`config.mk`:
```
export PLATFORM = sky130hd
export DESIGN_NAME = kerbin_reset_seq
export DESIGN_NICKNAME = d
export VERILOG_FILES = /design/src/rtl/kerbin_pkg.sv /design/src/rtl/kerbin_reset_seq.sv
export SDC_FILE = /design/constraint.sdc
export NUM_CORES = 1
export LEC_CHECK = 0
export BUFFER_PORTS_ARGS = -buffer_cell sky130_fd_sc_hd__buf_2
export CORE_AREA = 2 2 39 41
export CTS_BUF_LIST = sky130_fd_sc_hd__clkbuf_4
export CTS_CLUSTER_DIAMETER = 100
export CTS_CLUSTER_SIZE = 40
export DETAILED_ROUTE_END_ITERATION = 8
export DIE_AREA = 0 0 41 43
export PLACE_DENSITY = 0.51
export SYNTH_ARGS = -nofsm -noshare
export SYNTH_HDL_FRONTEND = slang
export SYNTH_SLANG_ARGS = --single-unit
```
`constraint.sdc`:
```
create_clock -name clk_i -period 1.9 [get_ports clk_i]
set_clock_uncertainty 0.1 [all_clocks]
set_input_delay 0.095 -clock clk_i [delete_from_list [all_inputs] [get_ports clk_i]]
set_output_delay 0.095 -clock clk_i [all_outputs]
set_load 0.02 [all_outputs]
```
`src/rtl/kerbin_pkg.sv`:
```
// shared widths, address map, reset timing and AXI4-Lite channel types, imported by every RTL file
package kerbin_pkg;

    // --------------------------------------------------
    // bus widths
    // --------------------------------------------------
    localparam int K_ADDR_WIDTH = 32;
    localparam int K_DATA_WIDTH = 32;
    localparam int K_STRB_WIDTH = K_DATA_WIDTH / 8;  // one strobe per byte

    typedef logic [K_ADDR_WIDTH-1:0] addr_t;
    typedef logic [K_DATA_WIDTH-1:0] data_t;
    typedef logic [K_STRB_WIDTH-1:0] strb_t;
    typedef logic [1:0]              resp_t;

    localparam resp_t K_RESP_OKAY   = 2'b00;
    localparam resp_t K_RESP_DECERR = 2'b11;

    // --------------------------------------------------
    // address map and fabric size
    // --------------------------------------------------
    localparam addr_t K_MEM_BASE       = 32'h0000_0000;
    localparam int    K_MEM_WORDS      = 1024;          // 4 KiB of words
    localparam addr_t K_MEM_END        = 32'h0000_0FFF;  // last byte of memory
    localparam int    K_MEM_IDX_WIDTH  = $clog2(K_MEM_WORDS);
    localparam int    K_NR_MASTERS     = 2;             // instr and data port

    // --------------------------------------------------
    // reset timing
    // --------------------------------------------------
    localparam int K_LOCK_HOLD_CYCLES  = 16;  // stable lock before bus release
    localparam int K_CORE_DELAY_CYCLES = 8;   // bus release to core release
    localparam int K_RST_CNT_WIDTH     = $clog2(K_LOCK_HOLD_CYCLES + 1);

    // master to slave direction
    typedef struct packed {
        logic  aw_valid;
        addr_t aw_addr;
        logic  w_valid;
        data_t w_data;
        strb_t w_strb;
        logic  b_ready;
        logic  ar_valid;
        addr_t ar_addr;
        logic  r_ready;
    } axil_req_t;

    // slave to master direction
    typedef struct packed {
        logic  aw_ready;
        logic  w_ready;
        logic  b_valid;
        resp_t b_resp;
        logic  ar_ready;
        logic  r_valid;
        data_t r_data;
        resp_t r_resp;
    } axil_rsp_t;

    typedef enum logic [1:0] {RST_HOLD, RST_BUS_UP, RST_RUN} rst_state_e;
    typedef enum logic [1:0] {XB_IDLE, XB_WRITE, XB_READ, XB_RESP} xbar_state_e;

endpackage
```
`src/rtl/kerbin_reset_seq.sv`:
```
// reset sequencer: waits for stable clock lock, then releases the bus reset and later the core reset
`timescale 1ns/1ns

module kerbin_reset_seq (
    input  logic clk_i,
    input  logic rst_n_i,       // board reset
    input  logic lock_i,        // clock manager locked
    output logic rst_bus_n_o,
    output logic rst_core_n_o
);
    import kerbin_pkg::*;

    rst_state_e                 state_q;
    logic [K_RST_CNT_WIDTH-1:0] cnt_q;

    always_ff @(posedge clk_i or negedge rst_n_i) begin
        if (!rst_n_i) begin
            state_q <= RST_HOLD;
            cnt_q   <= '0;
        end else if (!lock_i) begin
            state_q <= RST_HOLD;  // lost lock, pull everything back
            cnt_q   <= '0;
        end else begin
            unique case (state_q)
                RST_HOLD: begin
                    if (int'(cnt_q) == K_LOCK_HOLD_CYCLES) begin
                        state_q <= RST_BUS_UP;
                        cnt_q   <= '0;
                    end else begin
                        cnt_q <= cnt_q + 1'b1;  // first lock edge counts as zero
                    end
                end
                RST_BUS_UP: begin
                    if (int'(cnt_q) == K_CORE_DELAY_CYCLES - 1) begin
                        state_q <= RST_RUN;
                    end else begin
                        cnt_q <= cnt_q + 1'b1;
                    end
                end
                RST_RUN: state_q <= RST_RUN;  // stay released while locked
                default: state_q <= RST_HOLD;
            endcase
        end
    end

    assign rst_bus_n_o  = (state_q != RST_HOLD);
    assign rst_core_n_o = (state_q == RST_RUN);

    // core only comes up after the bus has been out of reset for the full delay
    assert property (@(posedge clk_i) disable iff (!rst_n_i)
        $rose(rst_core_n_o) |-> rst_bus_n_o && $past(rst_bus_n_o, K_CORE_DELAY_CYCLES));

endmodule

```
Yosys cells after proc, flatten, opt, wreduce, memory -nomap -nowiden
Cells that the tools add are included.

cells by class
  add/subtract/negate cells = 1
  equal/unequal tests = 8
  mux-type cells = 8
  reductions and logical operators = 4

operators by type and width
  kind                                                 number
  2-to-1 mux 5 bit                                     3
  one-hot mux 5 bit (2 select lines)                   1
  != test 3 bit, second input constant                 3
  2-to-1 mux 2 bit                                     3
  one-hot mux 2 bit (3 select lines)                   1
  adder 5 x 1 -> 5 bit, second input constant          1
  equality test 5 x 4 -> 1 bit, second input constant  1
  equality test 5 bit, second input constant           1
  AND reduction 2 bit                                  2
  != test 3 x 1 -> 1 bit, second input constant        1
  equality test 2 x 1 -> 1 bit, second input constant  1
  equality test 2 bit, second input constant           1
  zero test 2 bit                                      1
  nonzero test 2 bit                                   1

storage, ports and cells
  register bits = 7
  bits of input ports = 3
  output and inout port bits = 2
  logic and storage cells = 23

Logic depth before layout (Yosys ltp)
Gate-level depths: netlist of the first run.

  depth after elaboration = 4
  gate-level depth with buffers = 5
  depth with buffers taken out = 5

Worst setup path after synthesis of the first run
Ideal clock, no wire load.

  kind = reg2reg
  from = register state_q[1]
  to = register cnt_q[4]
  setup time = 0.136 ns
  arrival = 1.219 ns
  data required time = 1.664 ns
  slack = 0.446 ns
  cell stages (with the launch flop) = 6
  buffers on the path = 0
  clock period less this slack = 1.454 ns
  cells stage by stage = dfrtp_1 > inv_1 > ha_1 > and3b_1 > a32oi_2 > o211ai_1

between the ends
  longest elaborated chain between the ends = 3
  elaborated cells between the ends (all ways) = 7
  those cells by class = eq/ne (3); mux (2); reduce/logical (2)

ends and longest elaborated chain
  element                                                                 RTL line                source
  from (decl)                                                             kerbin_reset_seq.sv:13  rst_state_e state_q;
  from (signal assigned)                                                  kerbin_reset_seq.sv:18  state_q <= RST_HOLD;
  from (signal assigned)                                                  kerbin_reset_seq.sv:21  state_q <= RST_HOLD;
  from (signal assigned)                                                  kerbin_reset_seq.sv:27  state_q <= RST_BUS_UP;
  equality test 2 x 1 -> 1 bit / zero test 2 bit (equally long branches)  kerbin_reset_seq.sv:24  unique case (state_q)
  one-hot mux 5 bit (2 select lines), or another cell as far along        kerbin_reset_seq.sv:24
  2-to-1 mux 5 bit / AND reduction 2 bit (equally long branches)          -
  to (signal assigned)                                                    kerbin_reset_seq.sv:30  cnt_q <= cnt_q + 1'b1;
  to (signal assigned)                                                    kerbin_reset_seq.sv:37  cnt_q <= cnt_q + 1'b1;
  to (decl)                                                               kerbin_reset_seq.sv:14  logic [K_RST_CNT_WIDTH-1:0] cnt_q;

Parallel ways exist; a longest one is shown, timed or not.
A chain may end at the register's enable or synchronous reset.

Worst setup path in the final report of the first run
  from = register state_q[1]
  to = register cnt_q[0]

Same word-level chain as after synthesis.

==> results of run 1 <==
## registers in the layout (all words and copies together), names as in the netlist
name and count:
cnt_q 5, state_q 2
## worst max-delay path, delay by kind of cell, from the launching register on
family / cells / cell delay (ps)
fa+ha+maj: 1 / 290
compound gates: 1 / 260
flops: 1 / 390
buf+inv: 1 / 80
simple gates: 1 / 220
mux: 1 / 140
## per-stage QoR
step / power (mW) / std cells / util (%) / hold slack, ps / cell area [sq um]
floorplan: 0.181 / 49 / - / -301 / 502
global placement: 0.192 / 68 / 38.9 / -166 / 538
detailed placement: 0.191 / 68 / 38.9 / -170 / 538
CTS: 0.340 / 73 / 41.8 / 92.4 / 578
global route: 0.356 / 73 / 41.8 / 117 / 578
finish: 0.332 / 73 / 41.8 / 98.9 / 578
## cells in the mapped netlist (2+ instances only)
master,instances
dfrtp_1,7
ha_1,5
inv_1,6
mux2i_1,3
nand2_1,2
nand3_1,3
nand4_1,2
o2111ai_1,2
o211ai_1,2
o21ai_1,2
## worst paths after layout
path | cells after the start | start | endpoint | slack (ps)
hold reg to reg | 2 | state_q[1] | state_q[1] | 470
setup reg to reg | 5 | state_q[1] | cnt_q[0] | 280
setup / recovery | 5 | state_q[1] | cnt_q[0] | 280
hold / removal | 2 | rst_n_i | cnt_q[1] | 100
max in group asynchronous | 2 | rst_n_i | state_q[0] | 1450
min in group clk_i | 3 | lock_i | state_q[1] | 110
## layer usage
layer | track usage [%] | wire length (microns) | up-vias
met1 | 19.5 | 479 | 167
met5 | 0 | 0 | -
li1 | - | - | 200
met3 | 3.14 | 18 | 2
met2 | 15.3 | 360 | 4
met4 | 10.0 | 10 | 0
## layout make-up
| class | instances | area, sq um |
|---|---|---|
| Fill cell | 142 | 806 |
| Inverter | 7 | 26.3 |
| Tap cell | 16 | 20.0 |
| Timing Repair Buffer | 5 | 30.0 |
| Sequential cell | 7 | 175 |
| Multi-Input combinational cell | 34 | 297 |
| Clock buffer | 4 | 30.0 |
## timing repair
item | in CTS | in global routing
hold buffers | 1 | 0
endpoints found under the setup margin | 0 | 0
setup buffers | 0 | 0
hold endpoints to repair | 7 | 0
## cell families (layout without fill, tap and decap cells)
group	Yosys count	after routing	share of synthesized area, %
and+or+nand+nor	14	14	20.5
AOI/OAI and AO/OA	11	11	18.5
buffers and inverters	8	16	5.98
DFF	7	7	34.9
adders and majority gates	5	5	12.5
muxes	3	3	5.99
xor gates and xnor gates	1	1	1.75
## power by group through the flow
stage                     clock, mW  sequential (mW)  combinational, mW
after global routing          0.161            0.161             0.0343
after CTS                     0.149            0.160             0.0307
final                         0.142            0.160             0.0298
after detailed placement          0            0.162             0.0291
after floorplan                   0            0.161             0.0197
after global placement            0            0.162             0.0295
==> metrics.md, run 1 <==
| Metric | Value |
|---|---|
| First-pass DRT Iterations | 2 |
| WP data required | 1900 ps |
| Cts bufs inserted | 3 |
| Pleak | 0.261 nW |
| Die height | 43 microns |
| CTS Sinks | 7 |
| Max Cap Viol | 0 |
| Share of cells above drive strength 1 | 21.1% |
| Tcrit/Tclk final | 85.4% |
| Top-area cell type share of the netlist area | 34.9% |
| Most frequent cells in the layout | 7 x dfrtp_1, 6 x inv_1, 5 x ha_1, 4 x clkbuf_4, 4 x buf_2 |
| Number of flops mapped to enable cells by yosys | 0 |
| Fin Setup TNS | 0 ps |
| Minimum clock period | 1620 ps |
| Post-synth top flop | dfrtp_1 |
| Worst min-delay path class | input pin to asynchronous set/reset pin |
| Clock slew at reported path FFs | 50 ps |
| Reg power frac | 48.3% |
| Post-Place Setup Slack | 297 ps |
| NetSw | 0.0701 mW |
| Power density over the cells | 574 mW/mm^2 |
| Vias per cell | 5.11 |
| Syn-to-layout area delta | 15.2% |
| Peak fanout along the critical path | 8 |
| Largest net degree at the start of global routing | 13 |
| Post-route ant nets | 0 |
| Number of global-route vias before repair | 343 |
| Net Sw Frac | 21.2% |
| WL/cell | 11.9 microns |
| Top cells by area, synth | dfrtp_1 35%, ha_1 12%, mux2i_1 6.0% |
| Post-Syn Area per Cell | 10.2 sq um |
| Yosys top cell by area | dfrtp_1 |
| Clk Latency, worst-skew pair | 240 ps |
| Max VDD drop | 0.000304 V |
| Worst slew pin tran | 279 ps |
| GP Congestion | 0.754 |
| Tot GR Track Use | 13.0% |
| Ys async rst share | 100% |
| Initial DRC Count | 1 |
| Slew margin rel. | 81.4% |
| Max stage delay on crit path | 390 ps |
| Clock root buffer | clkbuf_4 |
| Count of cell types in the netlist | 25 |
| Yosys reg bits | 7 |
| Ports | 5 |
| CTS tree | done |
| Maximum buffer depth of the clock tree | 2 |
| Fin nets | 66 |
| Startpoint Class | flip-flop |
| Worst EP arrival | 1630 ps |
| Synthesized Nets | 57 |
| Seq/Total Area, Yosys | 34.9% |
| Cell Area, Synth | 502 sq um |
| Gate count after technology mapping | 49 |
| Routed WL | 869 microns |
| Final Hold Vio Count | 0 |
| CTS resizes | 0 |
| FMAX | 617 MHz |
| # setup viols final | 0 |
| Initial Util | 36.3% |
| Chip width | 41 microns |
| Critical-path top delay cell | dfrtp_1 |
| Grt ovf | 0 |
| Commonest non-fill, non-tap cell in the layout | dfrtp_1 |
| Unrepaired setup endpoints after global routing | false |
| FP Rows | 14 |
| First-pass GRT wire length | 1480 microns |
| Post-route DRC | 0 |
| Int Power | 0.261 mW |
| Crit Path Class | flip-flop to flip-flop |
| # diodes | 0 |
| CP Capture Type | flip-flop |
| Crit-path cells | inv_1, ha_1, and3b_1, a32oi_2, mux2i_1 |
| HPWL Detailed | 703 microns |
| CORE AREA | 0.00138 sq mm |
| Setup ws final | 278 ps |
| H-Tree Depth | 1 |
| IO Port Bufs | 4 |
| Combinational power share | 9.0% |
| Initial antenna violation count | 0 |
| Die footprint | 0.00176 sq mm |
| Final Max Slew Viols | 0 |
| Via count | 373 |
| Warnings from Yosys | 0 |
| Outcome | finished clean |
| Clock power share | 42.7% |
(Power assumes the default switching activity.)
==> inputs of run 2 (changes only) <==
--- a/config.mk
+++ b/config.mk
@@ -12,7 +12,7 @@
 export CTS_CLUSTER_SIZE = 40
 export DETAILED_ROUTE_END_ITERATION = 8
 export DIE_AREA = 0 0 41 43
-export PLACE_DENSITY = 0.51
+export PLACE_DENSITY = 0.52
 export SYNTH_ARGS = -nofsm -noshare
 export SYNTH_HDL_FRONTEND = slang
 export SYNTH_SLANG_ARGS = --single-unit
==> run 2 against run 1 <==
  * Critical path depth is the same
  * Global-route usage decreased by 0.61 points
  * Register-to-register slack about the same
  * Core utilization did not move
  * Final area did not move
  * Via count increased by 0.27%
  * Non-clock buffer count stayed put
  * Combinational power barely moved
  * Worst setup slack better by 3.5 ps
  * Sequential power hardly changed
  * Highest routed layer unchanged
==> metrics.md, run 2 (synthesis results as in run 1) <==
| Metric | Value |
|---|---|
| Outcome | finished clean |
| Critical-path top delay cell | dfrtp_1 |
| Largest net degree at the start of global routing | 13 |
| # setup viols final | 0 |
| Ports | 5 |
| Post-CTS Setup Repair Bufs | 0 |
| Die footprint | 0.00176 sq mm |
| Crit Path Class | flip-flop to flip-flop |
| CP Capture Type | flip-flop |
| Commonest non-fill, non-tap cell in the layout | dfrtp_1 |
| CORE AREA | 0.00138 sq mm |
| Unrepaired setup endpoints after global routing | false |
| Share of cells above drive strength 1 | 21.1% |
| Max stage delay on crit path | 390 ps |
| IO Port Bufs | 4 |
| Grt ovf | 0 |
| CTS Sinks | 7 |
| GP Congestion | 0.673 |
| Maximum buffer depth of the clock tree | 2 |
| WP data required | 1910 ps |
| # diodes | 0 |
| Fillers | 140 |
| H-Tree Depth | 1 |
| Final core utilization | 41.8% |
| Max Cap Viol | 0 |
| Worst min-delay path class | input pin to asynchronous set/reset pin |
| Number of flip-flops in the largest register | 5 |
| Clock root buffer | clkbuf_4 |
| Peak fanout along the critical path | 8 |
| Number of global-route vias before repair | 355 |
| CTS tree | done |
| CP Buf/Inv Count | 1 |
| Routed WL | 845 microns |
| Vias per cell | 5.12 |
| Startpoint Class | flip-flop |
| Syn-to-layout area delta | 15.2% |
| Largest regs | cnt_q: 5 flops, state_q: 2 flops |
| WL/cell | 11.6 microns |
| Reg with most FFs | cnt_q |
| Overall Power | 0.332 mW |
| FMAX | 618 MHz |
| FP Rows | 14 |
| Max VDD drop | 0.000297 V |
| Fin Setup TNS | 0 ps |
| Chip width | 41 microns |
| CTS resizes | 0 |
| First-pass GRT wire length | 1370 microns |
| Final Max Slew Viols | 0 |
| First-pass DRT Iterations | 2 |
| Initial Util | 36.3% |
| Power density over the cells | 575 mW/mm^2 |
| Cts bufs inserted | 3 |
| Clock slew at reported path FFs | 50 ps |
| Tcrit/Tclk final | 85.2% |
| Worst EP arrival | 1630 ps |
| Initial antenna violation count | 0 |
| Post-route DRC | 0 |
| Slew margin rel. | 81.5% |
| Crit-path cells | inv_1, ha_1, and3b_1, a32oi_2, o311ai_1 |
| Die height | 43 microns |
| Top Family by Delay on Critical Path | flip-flops |
| Clk Latency, worst-skew pair | 240 ps |
| Most frequent cells in the layout | 7 x dfrtp_1, 6 x inv_1, 5 x ha_1, 4 x clkbuf_4, 4 x buf_2 |
| Via count | 374 |
| Tot GR Track Use | 12.4% |
| Fin nets | 66 |
| Minimum clock period | 1620 ps |
| Initial DRC Count | 5 |
| HPWL Detailed | 675 microns |
| Worst slew pin tran | 273 ps |
| Final Hold Vio Count | 0 |
| Pleak | 0.261 nW |
| Post-route ant nets | 0 |
[run 2: cell counts in the layout (fill, tap and decap cells not counted)]
Identical to the previous run, type by type.
[run 2: repair_timing]
action                                  in CTS  in global routing
endpoints found under the setup margin       0                  0
hold buffers                                 1                  0
endpoints found under the hold margin        7                  0
[run 2: layout make-up]
| type | instances | area, sq um | share of cell area [%] |
|---|---|---|---|
| clock buffer | 4 | 30.0 | 5.19 |
| inverter | 7 | 26.3 | 4.55 |
| multi-input combinational | 34 | 297 | 51.3 |
| sequential | 7 | 175 | 30.3 |
| tap | 16 | 20.0 | 3.46 |
| timing repair buffer | 5 | 30.0 | 5.19 |
[run 2: through the flow]
step / cell area (sq um) / hold slack [ps] / instances / worst slack, ps
6_report: 578 / 97.9 / 73 / 281
5_1_grt: 578 / 130 / 73 / 179
4_1_cts: 578 / 89.0 / 73 / 284
3_5_place_dp: 538 / -170 / 68 / 289
3_3_place_gp: 538 / -169 / 68 / 295
2_1_floorplan: 502 / -301 / 49 / 446
[run 2: final timing paths]
| check | start | end | slack [ps] | cells after the start |
|---|---|---|---|---|
| worst max-delay path | state_q[1] | cnt_q[2] | 280 | 5 |
| worst min-delay path | rst_n_i | cnt_q[1] | 100 | 2 |
| worst max register to register | state_q[1] | cnt_q[2] | 280 | 5 |
| worst min register to register | state_q[1] | state_q[1] | 470 | 2 |
| max in group asynchronous | rst_n_i | state_q[1] | 1450 | 2 |
| min in group clk_i | lock_i | state_q[1] | 110 | 3 |
[run 2: routing by layer]
layer / GRT usage [%] / wire length (microns) / up-vias
met5: 0 / 0 / -
met3: 1.57 / 28 / 2
met1: 15.1 / 411 / 169
li1: - / - / 199
met2: 17.5 / 394 / 4
met4: 12.0 / 9 / 0
[run 2: power breakdown]
part	switching, mW	leakage [nW]	internal, mW
sequential	0.00512	0.0953	0.155
clock	0.0486	0.0184	0.0940
combinational	0.0171	0.147	0.0130
total	0.0707	0.261	0.262
==> inputs of run 3 (changes only) <==
==> constraint.sdc (replaced) <==
create_clock -name clk_i -period 1.6 [get_ports clk_i]
set_clock_uncertainty 0.1 [all_clocks]
set_input_delay 0.08 -clock clk_i [delete_from_list [all_inputs] [get_ports clk_i]]
set_output_delay 0.08 -clock clk_i [all_outputs]
set_load 0.02 [all_outputs]
==> run 3 against run 2 <==
  * Core utilization is 2.4 points higher
  * Clock-buffer cell count stayed put
  * Critical path depth is 1 lower
  * Critical path type unchanged
  * Critical endpoint unchanged
  * Largest cell class unchanged
  * Largest power group unchanged
  * Highest routed layer unchanged
==> metrics.md, run 3 (synthesis results as in run 1) <==
| Metric | Value |
|---|---|
| Outcome | finished clean |
| Chip width | 41 microns |
| Number of flip-flops in the largest register | 5 |
| Unrepaired setup endpoints after global routing | false |
| Via count | 404 |
| Power density over the cells | 666 mW/mm^2 |
| Largest net degree at the start of global routing | 13 |
| Worst R2R End | cnt_q[2] |
| IO Port Bufs | 4 |
| Most frequent cells in the layout | 7 x dfrtp_1, 6 x inv_1, 4 x ha_1, 4 x clkbuf_4, 4 x buf_2 |
| First-pass DRT Iterations | 4 |
| CTS Sinks | 7 |
| Worst hold margin | 85.3 ps |
| Commonest non-fill, non-tap cell in the layout | dfrtp_1 |
| Clk Latency, worst-skew pair | 250 ps |
| Worst EP arrival | 1510 ps |
| Placement Cell Area | 546 sq um |
| Ports | 5 |
| Fin nets | 67 |
| Finished Cell Area | 611 sq um |
| Post-route DRC | 0 |
| CTS tree | done |
| Initial antenna violation count | 0 |
| Tcrit/Tclk final | 93.0% |
| Max Cap Viol | 0 |
| FF-to-FF path depth | 4 |
| Worst min-delay path class | input pin to asynchronous set/reset pin |
| Final Max Slew Viols | 0 |
| Register area | 175 sq um |
| CORE AREA | 0.00138 sq mm |
| Pleak | 0.267 nW |
| Tot GR Track Use | 14.8% |
| Clock root buffer | clkbuf_4 |
| Fillers | 136 |
| CP Capture Type | flip-flop |
| Crit Path Class | flip-flop to flip-flop |
| Fin Setup TNS | 0 ps |
| Syn-to-layout area delta | 21.7% |
| Largest regs | cnt_q: 5 flops, state_q: 2 flops |
| # diodes | 0 |
| Number of global-route vias before repair | 392 |
| GP Congestion | 0.700 |
| Initial Util | 36.3% |
| Overall Power | 0.407 mW |
| HPWL Detailed | 755 microns |
| Clock slew at reported path FFs | 50 ps |
| FMAX | 672 MHz |
| Startpoint Class | flip-flop |
| Routed WL | 978 microns |
| Peak fanout along the critical path | 4 |
| Reg2reg setup slack | 110 ps |
| Share of cells above drive strength 1 | 24.1% |
| Post-route ant nets | 0 |
| Maximum buffer depth of the clock tree | 2 |
| Setup ws final | 111 ps |
| Reg-to-reg startpoint | cnt_q[0] |
| # setup viols final | 0 |
| Die footprint | 0.00176 sq mm |
| Vias per cell | 5.46 |
| Slew margin rel. | 83.9% |
| WL/cell | 13.2 microns |
| First-pass GRT wire length | 1670 microns |
| Grt ovf | 0 |
| H-Tree Depth | 1 |
| Area of the multi-input gates | 322 sq um |
| Post-Place Setup Slack | 96.5 ps |
| Final Hold Vio Count | 0 |
| Initial DRC Count | 3 |
| Worst slew pin tran | 241 ps |
| Max VDD drop | 0.000527 V |
| Die height | 43 microns |
| Minimum clock period | 1490 ps |
| FP Rows | 14 |
| Reg with most FFs | cnt_q |
| Cts bufs inserted | 3 |
| WP data required | 1620 ps |
==> run 3: cell types whose count changed in the layout (fill, tap and decap cells not counted) <==
| cell | previous run | this run |
|---|---|---|
| ha_1 | 5 | 4 |
| a32oi_2 | 1 | 0 |
| buf_4 | 0 | 1 |
| nand4bb_4 | 0 | 1 |
| ha_2 | 0 | 1 |
| a32oi_4 | 0 | 1 |
| nand4bb_2 | 1 | 0 |
==> run 3: timing repair <==
item / CTS / global route
endpoints found under the setup margin: 0 / 2
setup buffers: 0 / 0
hold buffers: 1 / 0
endpoints found under the hold margin: 7 / 0
gates resized for setup: 0 / 3
==> run 3: worst max path at each step <==
| stage | startpoint | to | slack [ps] | depth (start not counted) |
|---|---|---|---|---|
| after floorplan | state_q[1] | cnt_q[4] | 150 | 5 |
| after global placement | cnt_q[0] | cnt_q[4] | 90 | 5 |
| after detailed placement | state_q[1] | cnt_q[4] | 100 | 5 |
| after CTS | cnt_q[0] | cnt_q[4] | 80 | 5 |
| after global routing | cnt_q[0] | cnt_q[4] | 9 | 5 |
| final | cnt_q[0] | cnt_q[2] | 110 | 4 |
==> run 3: worst max-delay path, cell delays in order (launching register included) <==
cell,delay (ps)
dfrtp_1,390
ha_1,250
and4bb_1,240
o2111ai_1,240
o311ai_1,130
==> run 3: layout make-up <==
cell class                      instances  share of cell area, %
Multi-Input combinational cell         34                   52.7
Clock buffer                            4                   4.92
Inverter                                7                   4.30
Sequential cell                         7                   28.7
Tap cell                               16                   3.28
Timing Repair Buffer                    6                   6.15
==> run 3: where the power goes <==
part	internal [mW]	switching, mW	leakage, nW
logic	0.0179	0.0221	0.154
registers	0.183	0.00669	0.0953
clock network	0.112	0.0647	0.0184
total	0.313	0.0935	0.267
==> run 3: through the flow <==
stage	util, %	std cells
floorplan	-	49
global placement	39.4	69
detailed placement	39.4	69
CTS	42.3	74
global route	44.1	74
finish	44.1	74
==> run 3: per-layer routing <==
layer	wire length, microns	track usage [%]
met5	0	0
met4	11	6.00
met3	55	7.85
met2	466	21.6
met1	444	17.7
