[config.mk]
export PLATFORM = sky130hd
export DESIGN_NAME = kerbin_axil_xbar
export DESIGN_NICKNAME = d
export VERILOG_FILES = /design/src/rtl/kerbin_pkg.sv /design/src/rtl/kerbin_axil_xbar.sv
export SDC_FILE = /design/constraint.sdc
export NUM_CORES = 1
export LEC_CHECK = 0
export ABC_AREA = 1
export BUFFER_PORTS_ARGS = -buffer_cell sky130_fd_sc_hd__buf_2
export CAP_MARGIN = 0
export CORE_AREA = 2 2 169 171
export CTS_CLUSTER_DIAMETER = 50
export DETAILED_ROUTE_END_ITERATION = 6
export DIE_AREA = 0 0 171 173
export HOLD_SLACK_MARGIN = 0.03
export PLACE_DENSITY = 0.45
export REMOVE_ABC_BUFFERS = 1
export SYNTH_ARGS = -nofsm -noshare
export SYNTH_HDL_FRONTEND = slang
export SYNTH_SLANG_ARGS = --single-unit
[constraint.sdc]
create_clock -name clk_i -period 2.5 [get_ports clk_i]
set_input_delay 0 -clock clk_i [delete_from_list [all_inputs] [get_ports clk_i]]
set_output_delay 0 -clock clk_i [all_outputs]
set_load 0.1 [all_outputs]
[src/rtl/kerbin_pkg.sv]
// shared widths, address map, reset timing and AXI4-Lite channel types, imported by every RTL file
package kerbin_pkg;

    // --------------------------------------------------
    // bus widths
    // --------------------------------------------------
    localparam int K_ADDR_WIDTH = 32;
    localparam int K_DATA_WIDTH = 32;
    localparam int K_STRB_WIDTH = K_DATA_WIDTH / 8;  // one strobe per byte

    typedef logic [K_ADDR_WIDTH-1:0] addr_t;
    typedef logic [K_DATA_WIDTH-1:0] data_t;
    typedef logic [K_STRB_WIDTH-1:0] strb_t;
    typedef logic [1:0]              resp_t;

    localparam resp_t K_RESP_OKAY   = 2'b00;
    localparam resp_t K_RESP_DECERR = 2'b11;

    // --------------------------------------------------
    // address map and fabric size
    // --------------------------------------------------
    localparam addr_t K_MEM_BASE       = 32'h0000_0000;
    localparam int    K_MEM_WORDS      = 1024;          // 4 KiB of words
    localparam addr_t K_MEM_END        = 32'h0000_0FFF;  // last byte of memory
    localparam int    K_MEM_IDX_WIDTH  = $clog2(K_MEM_WORDS);
    localparam int    K_NR_MASTERS     = 2;             // instr and data port

    // --------------------------------------------------
    // reset timing
    // --------------------------------------------------
    localparam int K_LOCK_HOLD_CYCLES  = 16;  // stable lock before bus release
    localparam int K_CORE_DELAY_CYCLES = 8;   // bus release to core release
    localparam int K_RST_CNT_WIDTH     = $clog2(K_LOCK_HOLD_CYCLES + 1);

    // master to slave direction
    typedef struct packed {
        logic  aw_valid;
        addr_t aw_addr;
        logic  w_valid;
        data_t w_data;
        strb_t w_strb;
        logic  b_ready;
        logic  ar_valid;
        addr_t ar_addr;
        logic  r_ready;
    } axil_req_t;

    // slave to master direction
    typedef struct packed {
        logic  aw_ready;
        logic  w_ready;
        logic  b_valid;
        resp_t b_resp;
        logic  ar_ready;
        logic  r_valid;
        data_t r_data;
        resp_t r_resp;
    } axil_rsp_t;

    typedef enum logic [1:0] {RST_HOLD, RST_BUS_UP, RST_RUN} rst_state_e;
    typedef enum logic [1:0] {XB_IDLE, XB_WRITE, XB_READ, XB_RESP} xbar_state_e;

endpackage
[src/rtl/kerbin_axil_xbar.sv]
// AXI4-Lite crossbar: round-robin arbitration of two masters onto the memory port or a decode-error responder
`timescale 1ns/1ns

module kerbin_axil_xbar (
    input  logic                  clk_i,
    input  logic                  rst_n_i,
    input  kerbin_pkg::axil_req_t m0_req_i,
    output kerbin_pkg::axil_rsp_t m0_rsp_o,
    input  kerbin_pkg::axil_req_t m1_req_i,
    output kerbin_pkg::axil_rsp_t m1_rsp_o,
    output kerbin_pkg::axil_req_t mem_req_o,
    input  kerbin_pkg::axil_rsp_t mem_rsp_i
);
    import kerbin_pkg::*;

    xbar_state_e             state_q;
    logic [K_NR_MASTERS-1:0] grant_q;    // one-hot, zero when idle
    logic [K_NR_MASTERS-1:0] pend;
    logic                    prio_q;     // master that wins a tie
    logic                    is_write_q;
    logic                    decerr_q;   // current transaction is unmapped
    logic                    err_rdy_q;  // delays the decode-error answer
    logic                    aw_done_q;
    logic                    w_done_q;
    logic                    sel;
    logic                    cur_idx;
    logic                    cur_wr;
    addr_t                   dec_addr;
    logic                    in_range;
    logic                    aw_hs;
    logic                    w_hs;
    logic                    ar_hs;
    logic                    done;
    axil_req_t               cur_req;
    axil_rsp_t               gnt_rsp;

    // --------------------------------------------------
    // arbitration and decode
    // --------------------------------------------------
    assign pend[0] = m0_req_i.aw_valid | m0_req_i.ar_valid;
    assign pend[1] = m1_req_i.aw_valid | m1_req_i.ar_valid;
    assign sel     = pend[1] & (prio_q | ~pend[0]);
    assign cur_idx = (state_q == XB_IDLE) ? sel : grant_q[1];
    assign cur_req = cur_idx ? m1_req_i : m0_req_i;

    assign cur_wr   = cur_req.aw_valid;  // write wins over read of same master
    assign dec_addr = cur_wr ? cur_req.aw_addr : cur_req.ar_addr;
    assign in_range = (dec_addr - K_MEM_BASE) <= (K_MEM_END - K_MEM_BASE);  // wraps below base

    // --------------------------------------------------
    // response seen by the granted master
    // --------------------------------------------------
    always_comb begin
        gnt_rsp          = '0;
        gnt_rsp.aw_ready = (state_q == XB_WRITE) & ~aw_done_q & (decerr_q | mem_rsp_i.aw_ready);
        gnt_rsp.w_ready  = (state_q == XB_WRITE) & ~w_done_q & (decerr_q | mem_rsp_i.w_ready);
        gnt_rsp.ar_ready = (state_q == XB_READ) & (decerr_q | mem_rsp_i.ar_ready);
        if (state_q == XB_RESP) begin
            gnt_rsp.b_valid = is_write_q & (decerr_q ? err_rdy_q : mem_rsp_i.b_valid);
            gnt_rsp.r_valid = ~is_write_q & (decerr_q ? err_rdy_q : mem_rsp_i.r_valid);
        end
        gnt_rsp.b_resp = decerr_q ? K_RESP_DECERR : mem_rsp_i.b_resp;
        gnt_rsp.r_resp = decerr_q ? K_RESP_DECERR : mem_rsp_i.r_resp;
        gnt_rsp.r_data = decerr_q ? '0 : mem_rsp_i.r_data;
    end

    assign m0_rsp_o = grant_q[0] ? gnt_rsp : '0;  // losing master sees nothing
    assign m1_rsp_o = grant_q[1] ? gnt_rsp : '0;

    // memory port only carries mapped traffic
    always_comb begin
        mem_req_o          = cur_req;
        mem_req_o.aw_valid = (state_q == XB_WRITE) & ~decerr_q & ~aw_done_q & cur_req.aw_valid;
        mem_req_o.w_valid  = (state_q == XB_WRITE) & ~decerr_q & ~w_done_q & cur_req.w_valid;
        mem_req_o.ar_valid = (state_q == XB_READ) & ~decerr_q & cur_req.ar_valid;
        mem_req_o.b_ready  = (state_q == XB_RESP) & ~decerr_q & is_write_q & cur_req.b_ready;
        mem_req_o.r_ready  = (state_q == XB_RESP) & ~decerr_q & ~is_write_q & cur_req.r_ready;
    end

    assign aw_hs = gnt_rsp.aw_ready & cur_req.aw_valid;
    assign w_hs  = gnt_rsp.w_ready & cur_req.w_valid;
    assign ar_hs = gnt_rsp.ar_ready & cur_req.ar_valid;
    assign done  = (gnt_rsp.b_valid & cur_req.b_ready) | (gnt_rsp.r_valid & cur_req.r_ready);

    // --------------------------------------------------
    // transaction FSM
    // --------------------------------------------------
    always_ff @(posedge clk_i or negedge rst_n_i) begin
        if (!rst_n_i) begin
            state_q    <= XB_IDLE;
            grant_q    <= '0;
            prio_q     <= 1'b0;
            is_write_q <= 1'b0;
            decerr_q   <= 1'b0;
            err_rdy_q  <= 1'b0;
            aw_done_q  <= 1'b0;
            w_done_q   <= 1'b0;
        end else begin
            unique case (state_q)
                XB_IDLE: begin
                    if (|pend) begin
                        grant_q      <= '0;
                        grant_q[sel] <= 1'b1;
                        prio_q       <= ~sel;  // other master favoured next
                        is_write_q   <= cur_wr;
                        decerr_q     <= ~in_range;
                        err_rdy_q    <= 1'b0;
                        aw_done_q    <= 1'b0;
                        w_done_q     <= 1'b0;
                        state_q      <= cur_wr ? XB_WRITE : XB_READ;
                    end
                end
                XB_WRITE: begin
                    if (aw_hs) aw_done_q <= 1'b1;
                    if (w_hs) w_done_q <= 1'b1;
                    if ((aw_done_q | aw_hs) && (w_done_q | w_hs)) state_q <= XB_RESP;
                end
                XB_READ: begin
                    if (ar_hs) state_q <= XB_RESP;
                end
                XB_RESP: begin
                    err_rdy_q <= decerr_q;  // answer shows one cycle into RESP
                    if (done) begin
                        state_q <= XB_IDLE;
                        grant_q <= '0;
                    end
                end
                default: state_q <= XB_IDLE;
            endcase
        end
    end

    // never both masters talking at once
    assert property (@(posedge clk_i) disable iff (!rst_n_i)
        !((|{m0_rsp_o.aw_ready, m0_rsp_o.w_ready, m0_rsp_o.ar_ready, m0_rsp_o.b_valid,
             m0_rsp_o.r_valid}) &&
          (|{m1_rsp_o.aw_ready, m1_rsp_o.w_ready, m1_rsp_o.ar_ready, m1_rsp_o.b_valid,
             m1_rsp_o.r_valid})));

    assert property (@(posedge clk_i) disable iff (!rst_n_i)
        state_q == XB_IDLE |-> !(mem_req_o.aw_valid || mem_req_o.w_valid || mem_req_o.ar_valid));

endmodule

# Word level (Yosys, flattened, before mapping)

Cells that the tools add are included.

Order comparisons: 3
Bitwise operators: 41
Equal/unequal tests: 9
Reduce and logical (&&, ||, !) cells: 12
Multiplexer cells: 28

Operators with widths:

| operator                                                                           | count |
|---|---|
| 105-bit two-way mux                                                                | 1 |
| 41-bit two-way mux                                                                 | 2 |
| 32-bit two-way mux                                                                 | 2 |
| 32-bit by 12-bit less-or-equal comparator with 1-bit output, second input constant | 1 |
| 1-bit AND                                                                          | 25 |
| 2-bit two-way mux                                                                  | 8 |
| 1-bit two-way mux                                                                  | 9 |
| 1-bit OR                                                                           | 9 |
| 3-bit AND reduction                                                                | 3 |
| 2-bit != test, second input constant                                               | 4 |
| 2-bit case mux with 4 select lines                                                 | 1 |
| 1-bit NOT                                                                          | 7 |
| 1-bit case mux with 2 select lines                                                 | 3 |
| 2-bit == test, second input constant                                               | 2 |
| 2-bit by 1-bit != test with 1-bit output, second input constant                    | 2 |
| 2-bit case mux with 2 select lines                                                 | 1 |
| 2-bit AND reduction                                                                | 2 |
| 4-bit AND reduction                                                                | 1 |
| 2-bit nonzero test                                                                 | 2 |
| 2-bit by 1-bit == test with 1-bit output, second input constant                    | 1 |
| 1-bit logical AND                                                                  | 2 |
| 2-bit zero test                                                                    | 1 |
| 1-bit by 2-bit less-than comparator with 1-bit output, second input constant       | 1 |
| 2-bit OR reduction                                                                 | 1 |
| 2 further kinds                                                                    | 2 |

Register bits: 10

# Depth between registers and ports, before layout

Gate-level depths: netlist of the first run.

Depth in word-level cells: 11
Gate-level depth with buffers: 16
Mapped depth without buffers: 16

# Least setup slack after synthesis of the first run

OpenSTA, ideal clock, no wires.

Kind: reg-to-output
Start point: register state_q[0]
End point: output port mem_req_o[104] in the netlist's numbering
Cell stages (with the launch flop): 9
Path buffers: 0
Required time: 2.500 ns
Setup slack: -0.741 ns
Arrival: 3.241 ns
Cell sequence: dfrtp_1 > inv_1 > ha_1 > nand3_2 > nand2_1 > nand2_1 > nand2_1 > inv_2 > nor3_1

RTL lines:

| what                   | RTL line                | source |
|---|---|---|
| from (decl)            | kerbin_axil_xbar.sv:16  | `xbar_state_e state_q;` |
| from (signal assigned) | kerbin_axil_xbar.sv:110 | `state_q <= cur_wr ? XB_WRITE : XB_READ;` |
| to (decl)              | kerbin_axil_xbar.sv:11  | `output kerbin_pkg::axil_req_t mem_req_o,` |

==> impl_results.md, run 1 <==
- Status: finished clean
- Post-synthesis cell type count: 24
- Die Wd: about 170 microns
- R2R Setup Slk: between 200 and 250 ps
- Final Max Tran Viols: 0
- Core area: 27,600 sq um
- Wirelength per Cell: roughly 17 microns
- Global route total overflow: 0
- Post-route minimum period: 2410 ps
- CTS max path bufs: 2
- Vias: 5,019
- Htree depth: 1
- CTS tree: built
- Synthesized instance count: roughly 600
- Main synth FF type: dfrtp_1
- Max-slew headroom: between 50% and 60%
- CP required: roughly 2500 ps
- Crit end category: primary output
- Gpl congestion: 0.828
- Final nets: around 1,200
- Total CTS buffers: 3
- DRC Markers: 0
- # setup viols final: 0
- Post-synth EDFFs: 0
- Total clock sinks: 10
- Largest net degree at the start of global routing: 65
- Share of cells above drive strength 1: a little under three fifths
- Placed Cells incl. Taps: 1,305
- Clk_skew: approximately 3.8 ps
- DRT Wirelength: between 20,000 and 25,000 microns
- R2r endpoint: state_q[1]
- Num rows: between 60 and 70
- Syn-to-layout area delta: 87.6%
- Hold slack: between 150 and 200 ps
- FF-to-FF path depth: 13
- Vias in the first global route: 4,851
- Seq/Total Area, Yosys: ~6.9%
- IO Pins: 440
- Critical path class: flip-flop to primary output
- Fin crit share: between 90 and 100%
- Drt pass-1 iters: 4
- Post-Place Worst Slack: around 140 ps
- Die height: approximately 170 microns
- Asr flop ratio synth: between 90% and 100%
- Clk slew on worst S/H paths: 40 ps
- Clk Latency, worst-skew pair: ~240 ps
- Worst min path class: input port to asynchronous set/reset pin
- GRT Resource Usage Total: roughly 14%
- Worst-path fanout max: 29
- Area of the multi-input gates: approximately 2100 sq um
- Worst slew pin tran: about 690 ps
- Post-Syn Area per Cell: between 5 and 6 sq um
- Initial antenna violation count: 8
- Cell Area, Synth: roughly 3600 sq um
- Final Hold Viols: 0
- Routed Antenna Nets: 0
- Fin cells: 1,310
- CP Launch Type: flip-flop
- Ant. Diodes: 0
- Critical register-to-register path startpoint: state_q[0]
- DIE AREA: roughly 30,000 sq um
- Max Cap Violations: 0
- IO buf count: approximately 440
- Filler cell count: about 3,100
- Vias per inst: ~3.8
- WP data arrival: roughly 2400 ps
- DRC violation total after the first TritonRoute iteration: 161
- Detailed placement HPWL: ~20,000 microns
- Synth warnings: 0
- Post-Route Utilization: between 20% and 30%
- Clk root buf: clkbuf_16
- Reg area: 251 sq um
- Global-route wire length before repair: between 30,000 and 40,000 microns
- Fmax: 416 MHz
- Number of synthesized register bits: 10
- Starting utilization of the core area: a little over an eighth
- PnR worst setup slack: about 95 ps
==> cell usage in the layout, fill, tap and decap left out, types with 3 or more instances in the layout <==
| cell type | instances |
|---|---|
| ha_1 | 4 |
| clkbuf_16 | 3 |
| inv_1 | 77 |
| a21oi_1 | 13 |
| dfrtp_1 | 9 |
| inv_2 | 5 |
| buf_12 | 81 |
| nor3_1 | 68 |
| buf_2 | 360 |
| buf_4 | 14 |
| mux2_2 | 60 |
| o21ai_1 | 16 |
| nor2_1 | 41 |
| nand3_1 | 43 |
| nand2_1 | 116 |
| o21ai_0 | 9 |
==> stage by stage <==
step           instance area [sq um]  setup TNS, ps
2_1_floorplan                   2690        -270240
3_3_place_gp                    6700              0
3_5_place_dp                    6700              0
4_1_cts                         6800              0
5_1_grt                         6810          -9.30
6_report                        6810              0
==> area by class of cell <==
cell class,count,share of cell area [%]
multi-input combinational,379,31.5
clock buffer,4,1.30
timing repair buffer,456,52.0
inverter,83,4.57
tap,378,6.94
sequential,10,3.69
==> cells in the mapped netlist (2+ instances only) <==
library cell  instances  area (sq um)
dfrtp_1              10           250
o21ai_0               9          45.0
inv_1                77           289
nor3_1               68           340
nand2_1             117           439
buf_4               109           818
inv_2                 5          18.8
a21oi_1              13          65.1
nor2_1               42           158
ha_1                  5          62.6
mux2_2               60           676
o21ai_1              16          80.1
buf_6                 3          33.8
nand3_1              43           215
clkbuf_1             21          78.8
buf_1                 2          7.51
==> timing repair <==
item                                    4_1_cts  5_1_grt
hold endpoints to repair                     10        0
gates resized for setup                       0        3
hold buffers                                  1        0
buffers inserted                              0        0
endpoints found under the setup margin        0       56
==> state kept, by name, indices dropped and copies added, names as in the netlist <==
register,count
aw_done_q,1
decerr_q,1
err_rdy_q,1
grant_q,2
is_write_q,1
prio_q,1
state_q,2
w_done_q,1
==> per-layer routing <==
metal / part of all wire [%] / global-route usage (%) / routed length, microns / vias to the layer above
li1: - / - / - / 2483
met1: 35 / 13.1 / 7640 / 2205
met2: 54 / 28.6 / 11900 / 286
met3: 9.0 / 3.89 / 1990 / 29
met4: 1.8 / 3.39 / 401 / 16
met5: 0.47 / 0 / 103 / -
==> logic make-up after synthesis <==
family	count (synthesis)	share of synthesized area (%)
AOI/OAI and AO/OA	40	5.69
adders and majority gates	5	1.72
buffers and inverters	219	34.6
DFF	10	6.89
and+or+nand+nor	274	32.5
muxes	60	18.6
==> worst max-delay path, cell delays in order, from the launching register on <==
cell	delay (ps)
dfrtp_1	410
inv_1	130
ha_2	260
nand3_2	180
nand2_8	160
buf_12	180
buf_4	230
mux2_2	400
buf_12	180
==> worst max path at each step <==
| stage | start | to | slack [ps] | cells after the start |
|---|---|---|---|---|
| finish | state_q[0] | mem_req_o[12] | 90 | 8 |
| global route | state_q[0] | mem_req_o[12] | -3 | 8 |
| CTS | state_q[0] | mem_req_o[12] | 10 | 8 |
| detailed placement | state_q[0] | decerr_q | 140 | 12 |
| global placement | state_q[0] | decerr_q | 170 | 14 |
| floorplan | state_q[0] | mem_req_o[104] | -3360 | 8 |
Power of run 1 is not shown: default switching activity piles up to over one toggle a cycle in this logic, so the estimate is an artifact.
==> run 2, diff against run 1 <==
Settings changed: REMOVE_ABC_BUFFERS 1 to unset.
==> run 2 against run 1 <==
Net effect:
- final area is 4.0% lower
- sequential share of layout area is 0.15 points higher
- flip-flop and latch count stayed put
- critical path type unchanged
- largest cell class unchanged
==> impl_results.md, run 2 (same netlist as run 1, synthesis figures left out) <==
- CP Launch Type: flip-flop (unchanged)
- Critical register-to-register path startpoint: state_q[0] (unchanged)
- Drt pass-1 iters: 6 (was 4)
- # setup viols final: 0 (unchanged)
- Vias in the first global route: 4,656 (was 4,851)
- Clk root buf: clkbuf_16 (unchanged)
- DRC Markers: 0 (unchanged)
- Status: finished clean (unchanged)
- Crit end category: primary output (unchanged)
- Max-slew headroom: 52.0% (was 53.7%)
- Post-route design area: 6540 sq um (was 6810 sq um)
- Vias per inst: 3.74 (was 3.83)
- Routed Antenna Nets: 0 (unchanged)
- Worst Setup SP: state_q[0] (unchanged)
- Post-route minimum period: 2370 ps (was 2410 ps)
- Die height: 173 microns (unchanged)
- IO buf count: 439 (unchanged)
- IO Pins: 440 (unchanged)
- Clk slew on worst S/H paths: 50 ps (was 40 ps)
- Largest regs: grant_q x2, state_q x2 (unchanged)
- Detailed placement HPWL: 16,100 microns (was 19,900 microns)
- Num rows: 61 (unchanged)
- CTS tree: built (unchanged)
- Htree depth: 1 (unchanged)
- Fmax: 421 MHz (was 416 MHz)
- CP required: 2500 ps (about the same)
- Commonest non-fill, non-tap cells in the layout: 371 x buf_2, 116 x nand2_1, 77 x inv_1 (was 360 x buf_2, 116 x nand2_1, 81 x buf_12)
- Total clock sinks: 10 (unchanged)
- GRT Resource Usage Total: 11.5% (was 13.9%)
- DIE AREA: 29,600 sq um (unchanged)
- Vias: 4,909 (was 5,019)
- Total CTS buffers: 3 (unchanged)
- CP max stage cell: buf_2 (was dfrtp_1)
- Crit path largest cell delay: 420 ps (was 410 ps)
- Global route total overflow: 0 (unchanged)
- CTS max path bufs: 2 (unchanged)
- Largest net degree at the start of global routing: 65 (unchanged)
- Starting utilization of the core area: 13.1% (unchanged)
- Syn nets: 866
- Ant. Diodes: 0 (unchanged)
- Placed cell area: 6310 sq um (was 6700 sq um)
- Initial antenna violation count: 2 (was 8)
- Final Hold Viols: 0 (unchanged)
- Gpl congestion: 0.851 (was 0.828)
- Critical path class: flip-flop to primary output (unchanged)
- Clk_skew: 2.03 ps (was 3.80 ps)
- Max Cap Violations: 0 (unchanged)
- DRC violation total after the first TritonRoute iteration: 156 (was 161)
- Final Max Tran Viols: 0 (unchanged)
- Global-route wire length before repair: 26,600 microns (was 30,300 microns)
- Worst slew pin tran: 720 ps (was 693 ps)
- Final nets: 1,194 (was 1,191)
- Critical path cell sequence: inv_1 -> ha_2 -> inv_2 -> nand2_4 -> nand2_8 -> buf_12 -> buf_4 -> mux2_2 -> buf_2 (was inv_1 -> ha_2 -> nand3_2 -> nand2_8 -> buf_12 -> buf_4 -> mux2_2 -> buf_12)
- Clk Latency, worst-skew pair: 250 ps (was 240 ps)
- WP data arrival: 2370 ps (was 2410 ps)
- Wirelength per Cell: 14.3 microns (was 16.8 microns)
- Worst min path class: input port to asynchronous set/reset pin (unchanged)
- Syn-to-layout area delta: 80.0% (was 87.6%)
- Share of cells above drive strength 1: 59.7% (was 57.0%)
- Die Wd: 171 microns (unchanged)
- Hold slack: 220 ps (was 200 ps)
- Fin crit share: 94.9% (was 96.2%)
- Most common cell after layout, fill and taps aside: buf_2 (unchanged)
- Worst-path fanout max: 21 (was 29)
- DRT Wirelength: 18,800 microns (was 22,100 microns)
- Core area: 27,600 sq um (unchanged)
run 2: cell types whose count changed in the layout (fill, tap and decap cells not counted):
| cell | delta |
|---|---|
| buf_12 | -34 |
| buf_4 | +24 |
| nor3_1 | -22 |
| nor3_2 | +22 |
| buf_2 | +11 |
| nand2_4 | +2 |
| nor2_1 | -2 |
| nor2_2 | +2 |
| bufbuf_16 | +1 |
| nand2_2 | -1 |
| nand3_2 | -1 |
| nand3_4 | +1 |
run 2: final timing paths:
| check | slack [ps] | cells after the start | end |
|---|---|---|---|
| worst max-delay path | 130 | 9 | mem_req_o[65] |
| worst min-delay path | 220 | 2 | aw_done_q |
| worst max register to register | 180 | 14 | decerr_q |
| worst min register to register | 530 | 2 | state_q[1] |
| max in group asynchronous | 2050 | 2 | decerr_q |
| min in group clk_i | 230 | 4 | decerr_q |
run 2: what timing repair did:
action / 4_1_cts / 5_1_grt
pin swaps: 0 / 1
resized for setup: 6 / 40
buffers inserted: 0 / 0
gates cloned: 1 / 1
hold buffers: 1 / 0
endpoints found under the setup margin: 50 / 51
endpoints found under the hold margin: 10 / 0
run 2: area by class of cell:
class                   count  area, sq um
inverters                  83          312
clock buffers               4         88.8
well taps                 378          473
fillers                  3144        21100
multi-input cells         380         2290
flip-flops and latches     10          251
repair buffers            458         3130
run 2: per-layer routing:
layer | part of all wire (%) | vias up | GRT usage, % | wire, microns
li1 | - | 2489 | - | -
met1 | 43 | 2194 | 14.6 | 8080
met2 | 49 | 211 | 20.4 | 9150
met3 | 7.4 | 11 | 2.27 | 1400
met4 | 0.57 | 4 | 1.45 | 107
met5 | 0.14 | - | 0 | 27
run 2: stage by stage:
stage | setup slack [ps] | util [%] | TNS (ps) | cells
3_5_place_dp | 101 | 22.8 | 0 | 1306
2_1_floorplan | -497 | - | -21000 | 608
3_3_place_gp | 184 | 22.8 | 0 | 1306
4_1_cts | 3.85 | 23.4 | 0 | 1312
6_report | 127 | 23.7 | 0 | 1313
5_1_grt | -6.64 | 23.7 | -6.64 | 1313
run 2: critical path, delay by kind of cell, from the launching register on:
kind / cells / cell delay (ps)
buffers and inverters: 5 / 970
muxes: 1 / 230
adders and majority gates: 1 / 240
DFF: 1 / 410
and+or+nand+nor: 2 / 260
Power of run 2 is left out for the same reason.
==> run 3, diff against run 2 <==
Settings changed: ABC_AREA 1 to unset, CORE_AREA 2 2 169 171 to 2 2 171 173, DIE_AREA 0 0 171 173 to 0 0 173 175, PLACE_DENSITY 0.45 to 0.44, SLEW_MARGIN set to 20.
Clock period 2.5 ns to 3.01 ns, I/O delays scaled along.
==> run 3 against run 2 <==
Net effect:
- critical path depth down 1
- clock skew is 1.1 ps lower
- first-iteration DRC count is 9.6% higher
- synthesized cell count grew 5.9%
- worst setup slack improved by 150 ps
- flip-flop and latch count stayed put
- core utilization down 3.5 points
- global-route usage fell by 0.37 points
- synthesized area is 1.7% lower
==> impl_results.md, run 3 <==
- Clk root buf: clkbuf_16 (unchanged)
- Main synth FF type: dfrtp_1 (unchanged)
- Clk_skew: 0.902 ps (was 2.03 ps)
- Gpl congestion: 0.814 (was 0.851)
- Synth top cells by count: 307 x nand2_1, 101 x buf_4, 66 x and2_1 (was 117 x nand2_1, 109 x buf_4, 77 x inv_1)
- FF-to-FF path depth: 8 (was 14)
- Synth warnings: 0 (unchanged)
- Clk slew on worst S/H paths: 40 ps (was 50 ps)
- Final Hold Viols: 0 (unchanged)
- Htree depth: 1 (unchanged)
- Vias: 5,042 (was 4,909)
- CTS max path bufs: 2 (unchanged)
- Commonest non-fill, non-tap cells in the layout: 433 x buf_2, 307 x nand2_1, 66 x and2_1 (was 371 x buf_2, 116 x nand2_1, 77 x inv_1)
- Fin crit share: slightly above 90%
- Most common cell after layout, fill and taps aside: buf_2 (unchanged)
- DRC Markers: 0 (unchanged)
- Post-route minimum period: around 2700 ps
- Total clock sinks: 10 (unchanged)
- Global route total overflow: 0 (unchanged)
- Filler cell count: 3,315 (was 3,144)
- Critical path class: flip-flop to primary output (unchanged)
- IO Pins: 440 (unchanged)
- Num rows: 62 (was 61)
- Fmax: roughly 370 MHz
- Share of cells above drive strength 1: 48.9% (was 59.7%)
- Number of synthesized register bits: 10 (unchanged)
- Cell Area, Synth: 3570 sq um (was 3630 sq um)
- # hold bufs at CTS: 1 (unchanged)
- Status: finished clean (unchanged)
- # setup viols final: 0 (unchanged)
- Global-route wire length before repair: 27,000 microns (was 26,600 microns)
- Setup Total Neg Slack: 0 ps (unchanged)
- R2R Setup Slk: 590 ps (was 180 ps)
- Syn-to-layout area delta: 60.1% (was 80.0%)
- Yosys top cell by area: nand2_1 (was buf_4)
- Final nets: 1,229 (was 1,194)
- DRT Wirelength: 18,100 microns (was 18,800 microns)
- Reg area: 250 sq um (was 251 sq um)
- Synthesized instance count: 644 (was 608)
- Post-synth EDFFs: 0 (unchanged)
- RSZ-0062 raised after global routing: no
- Number of setup buffers added after CTS: 0 (unchanged)
- Worst-path fanout max: 53 (was 21)
- Ant. Diodes: 0 (unchanged)
- Post-synthesis cell type count: 39 (was 24)
- Asr flop ratio synth: 100% (unchanged)
- Yosys top cell area share: 32.3% (was 22.5%)
- DRC violation total after the first TritonRoute iteration: 171 (was 156)
- R2r endpoint: state_q[1] (was decerr_q)
- Post-Syn Area per Cell: 5.54 sq um (was 5.97 sq um)
- Routed Antenna Nets: 0 (unchanged)
- Crit end category: primary output (unchanged)
- Final Max Tran Viols: 0 (unchanged)
- Vias in the first global route: 4,912 (was 4,656)
- Starting utilization of the core area: 12.6% (was 13.1%)
- Total CTS buffers: 3 (unchanged)
- Initial antenna violation count: 0 (was 2)
- Seq/Total Area, Yosys: 7.01% (was 6.89%)
- CP Launch Type: flip-flop (unchanged)
- Post-CTS sizing: 0 (was 6)
- Drt pass-1 iters: 4 (was 6)
- WP data arrival: 2730 ps (was 2370 ps)
- Vias per inst: 3.73 (was 3.74)
- Max-slew headroom: 62.0% (was 52.0%)
- Max Cap Violations: 0 (unchanged)
- Largest regs: grant_q x2, state_q x2 (unchanged)
- CTS tree: built (unchanged)
- CP required: 3010 ps (was 2500 ps)
- Die height: 175 microns (was 173 microns)
- Die Wd: 173 microns (was 171 microns)
- Synth top area cells: nand2_1 32%, buf_4 21%, and2_1 12% (was buf_4 23%, mux2_2 19%, nand2_1 12%)
- Largest net degree at the start of global routing: 65 (unchanged)
- Wirelength per Cell: 13.4 microns (was 14.3 microns)
- Critical register-to-register path startpoint: state_q[0] (unchanged)
- Detailed placement HPWL: 15,900 microns (was 16,100 microns)
- IO buf count: 439 (unchanged)
- Core area: 28,400 sq um (was 27,600 sq um)
- GRT Resource Usage Total: 11.1% (was 11.5%)
- Syn nets: 902 (was 866)
- Worst slew pin tran: 565 ps (was 720 ps)
- Worst min path class: input port to asynchronous set/reset pin (unchanged)
- Worst Setup SP: state_q[0] (unchanged)
- Count leader, synth: nand2_1 (unchanged)
- DIE AREA: 30,300 sq um (was 29,600 sq um)
- Area of the multi-input gates: 2460 sq um (was 2290 sq um)
- Clk Latency, worst-skew pair: 240 ps (was 250 ps)
==> run 3: how the worst max path moves through the flow <==
stage                     slack (ps)            end
after floorplan                  110   mem_req_o[0]
after global placement           580  mem_req_o[84]
after detailed placement         560  mem_req_o[97]
after CTS                        290  mem_req_o[97]
after global routing              60  mem_req_o[72]
final                            280  mem_req_o[97]
==> run 3: through the flow <==
step	utilization (%)	instances	setup slack, ps	hold slack (ps)	cell area, sq um
floorplan	-	644	110	-296	3620
global placement	19.8	1349	575	-109	5630
detailed placement	19.8	1349	557	-112	5630
CTS	20.1	1353	289	181	5720
global route	20.1	1353	59.3	206	5720
finish	20.1	1353	276	169	5720
==> run 3: per-layer routing <==
metal | vias up | share of wire [%] | track usage, %
met5 | - | 0 | 0
met4 | 0 | 2.2 | 3.28
met3 | 23 | 6.2 | 1.28
met2 | 239 | 51 | 20.6
met1 | 2212 | 41 | 13.4
li1 | 2568 | - | -
==> run 3: layout make-up <==
cell class              instances  area share (%)
multi-input cells             495            43.1
repair buffers                455            42.4
well taps                     384            8.41
flip-flops and latches         10            4.38
clock buffers                   3            1.31
inverters                       6           0.394
==> run 3: kinds of logic (layout without fill, tap and decap cells) <==
group / Yosys count / in the layout / synth area share [%]
DFF: 10 / 10 / 7.01
adders and majority gates: 5 / 5 / 1.75
buffers and inverters: 139 / 464 / 25.3
muxes: 11 / 11 / 3.12
and+or+nand+nor: 450 / 450 / 55.9
AOI/OAI and AO/OA: 29 / 29 / 6.97
==> run 3: worst max-delay path, cell delays in order (launching register included) <==
cell	delay, ps
dfrtp_1	400
inv_1	130
ha_1	330
o21ai_2	170
o22ai_4	240
buf_4	510
nand2_1	140
nand2_1	90
buf_2	420
Power of run 3 is left out for the same reason.
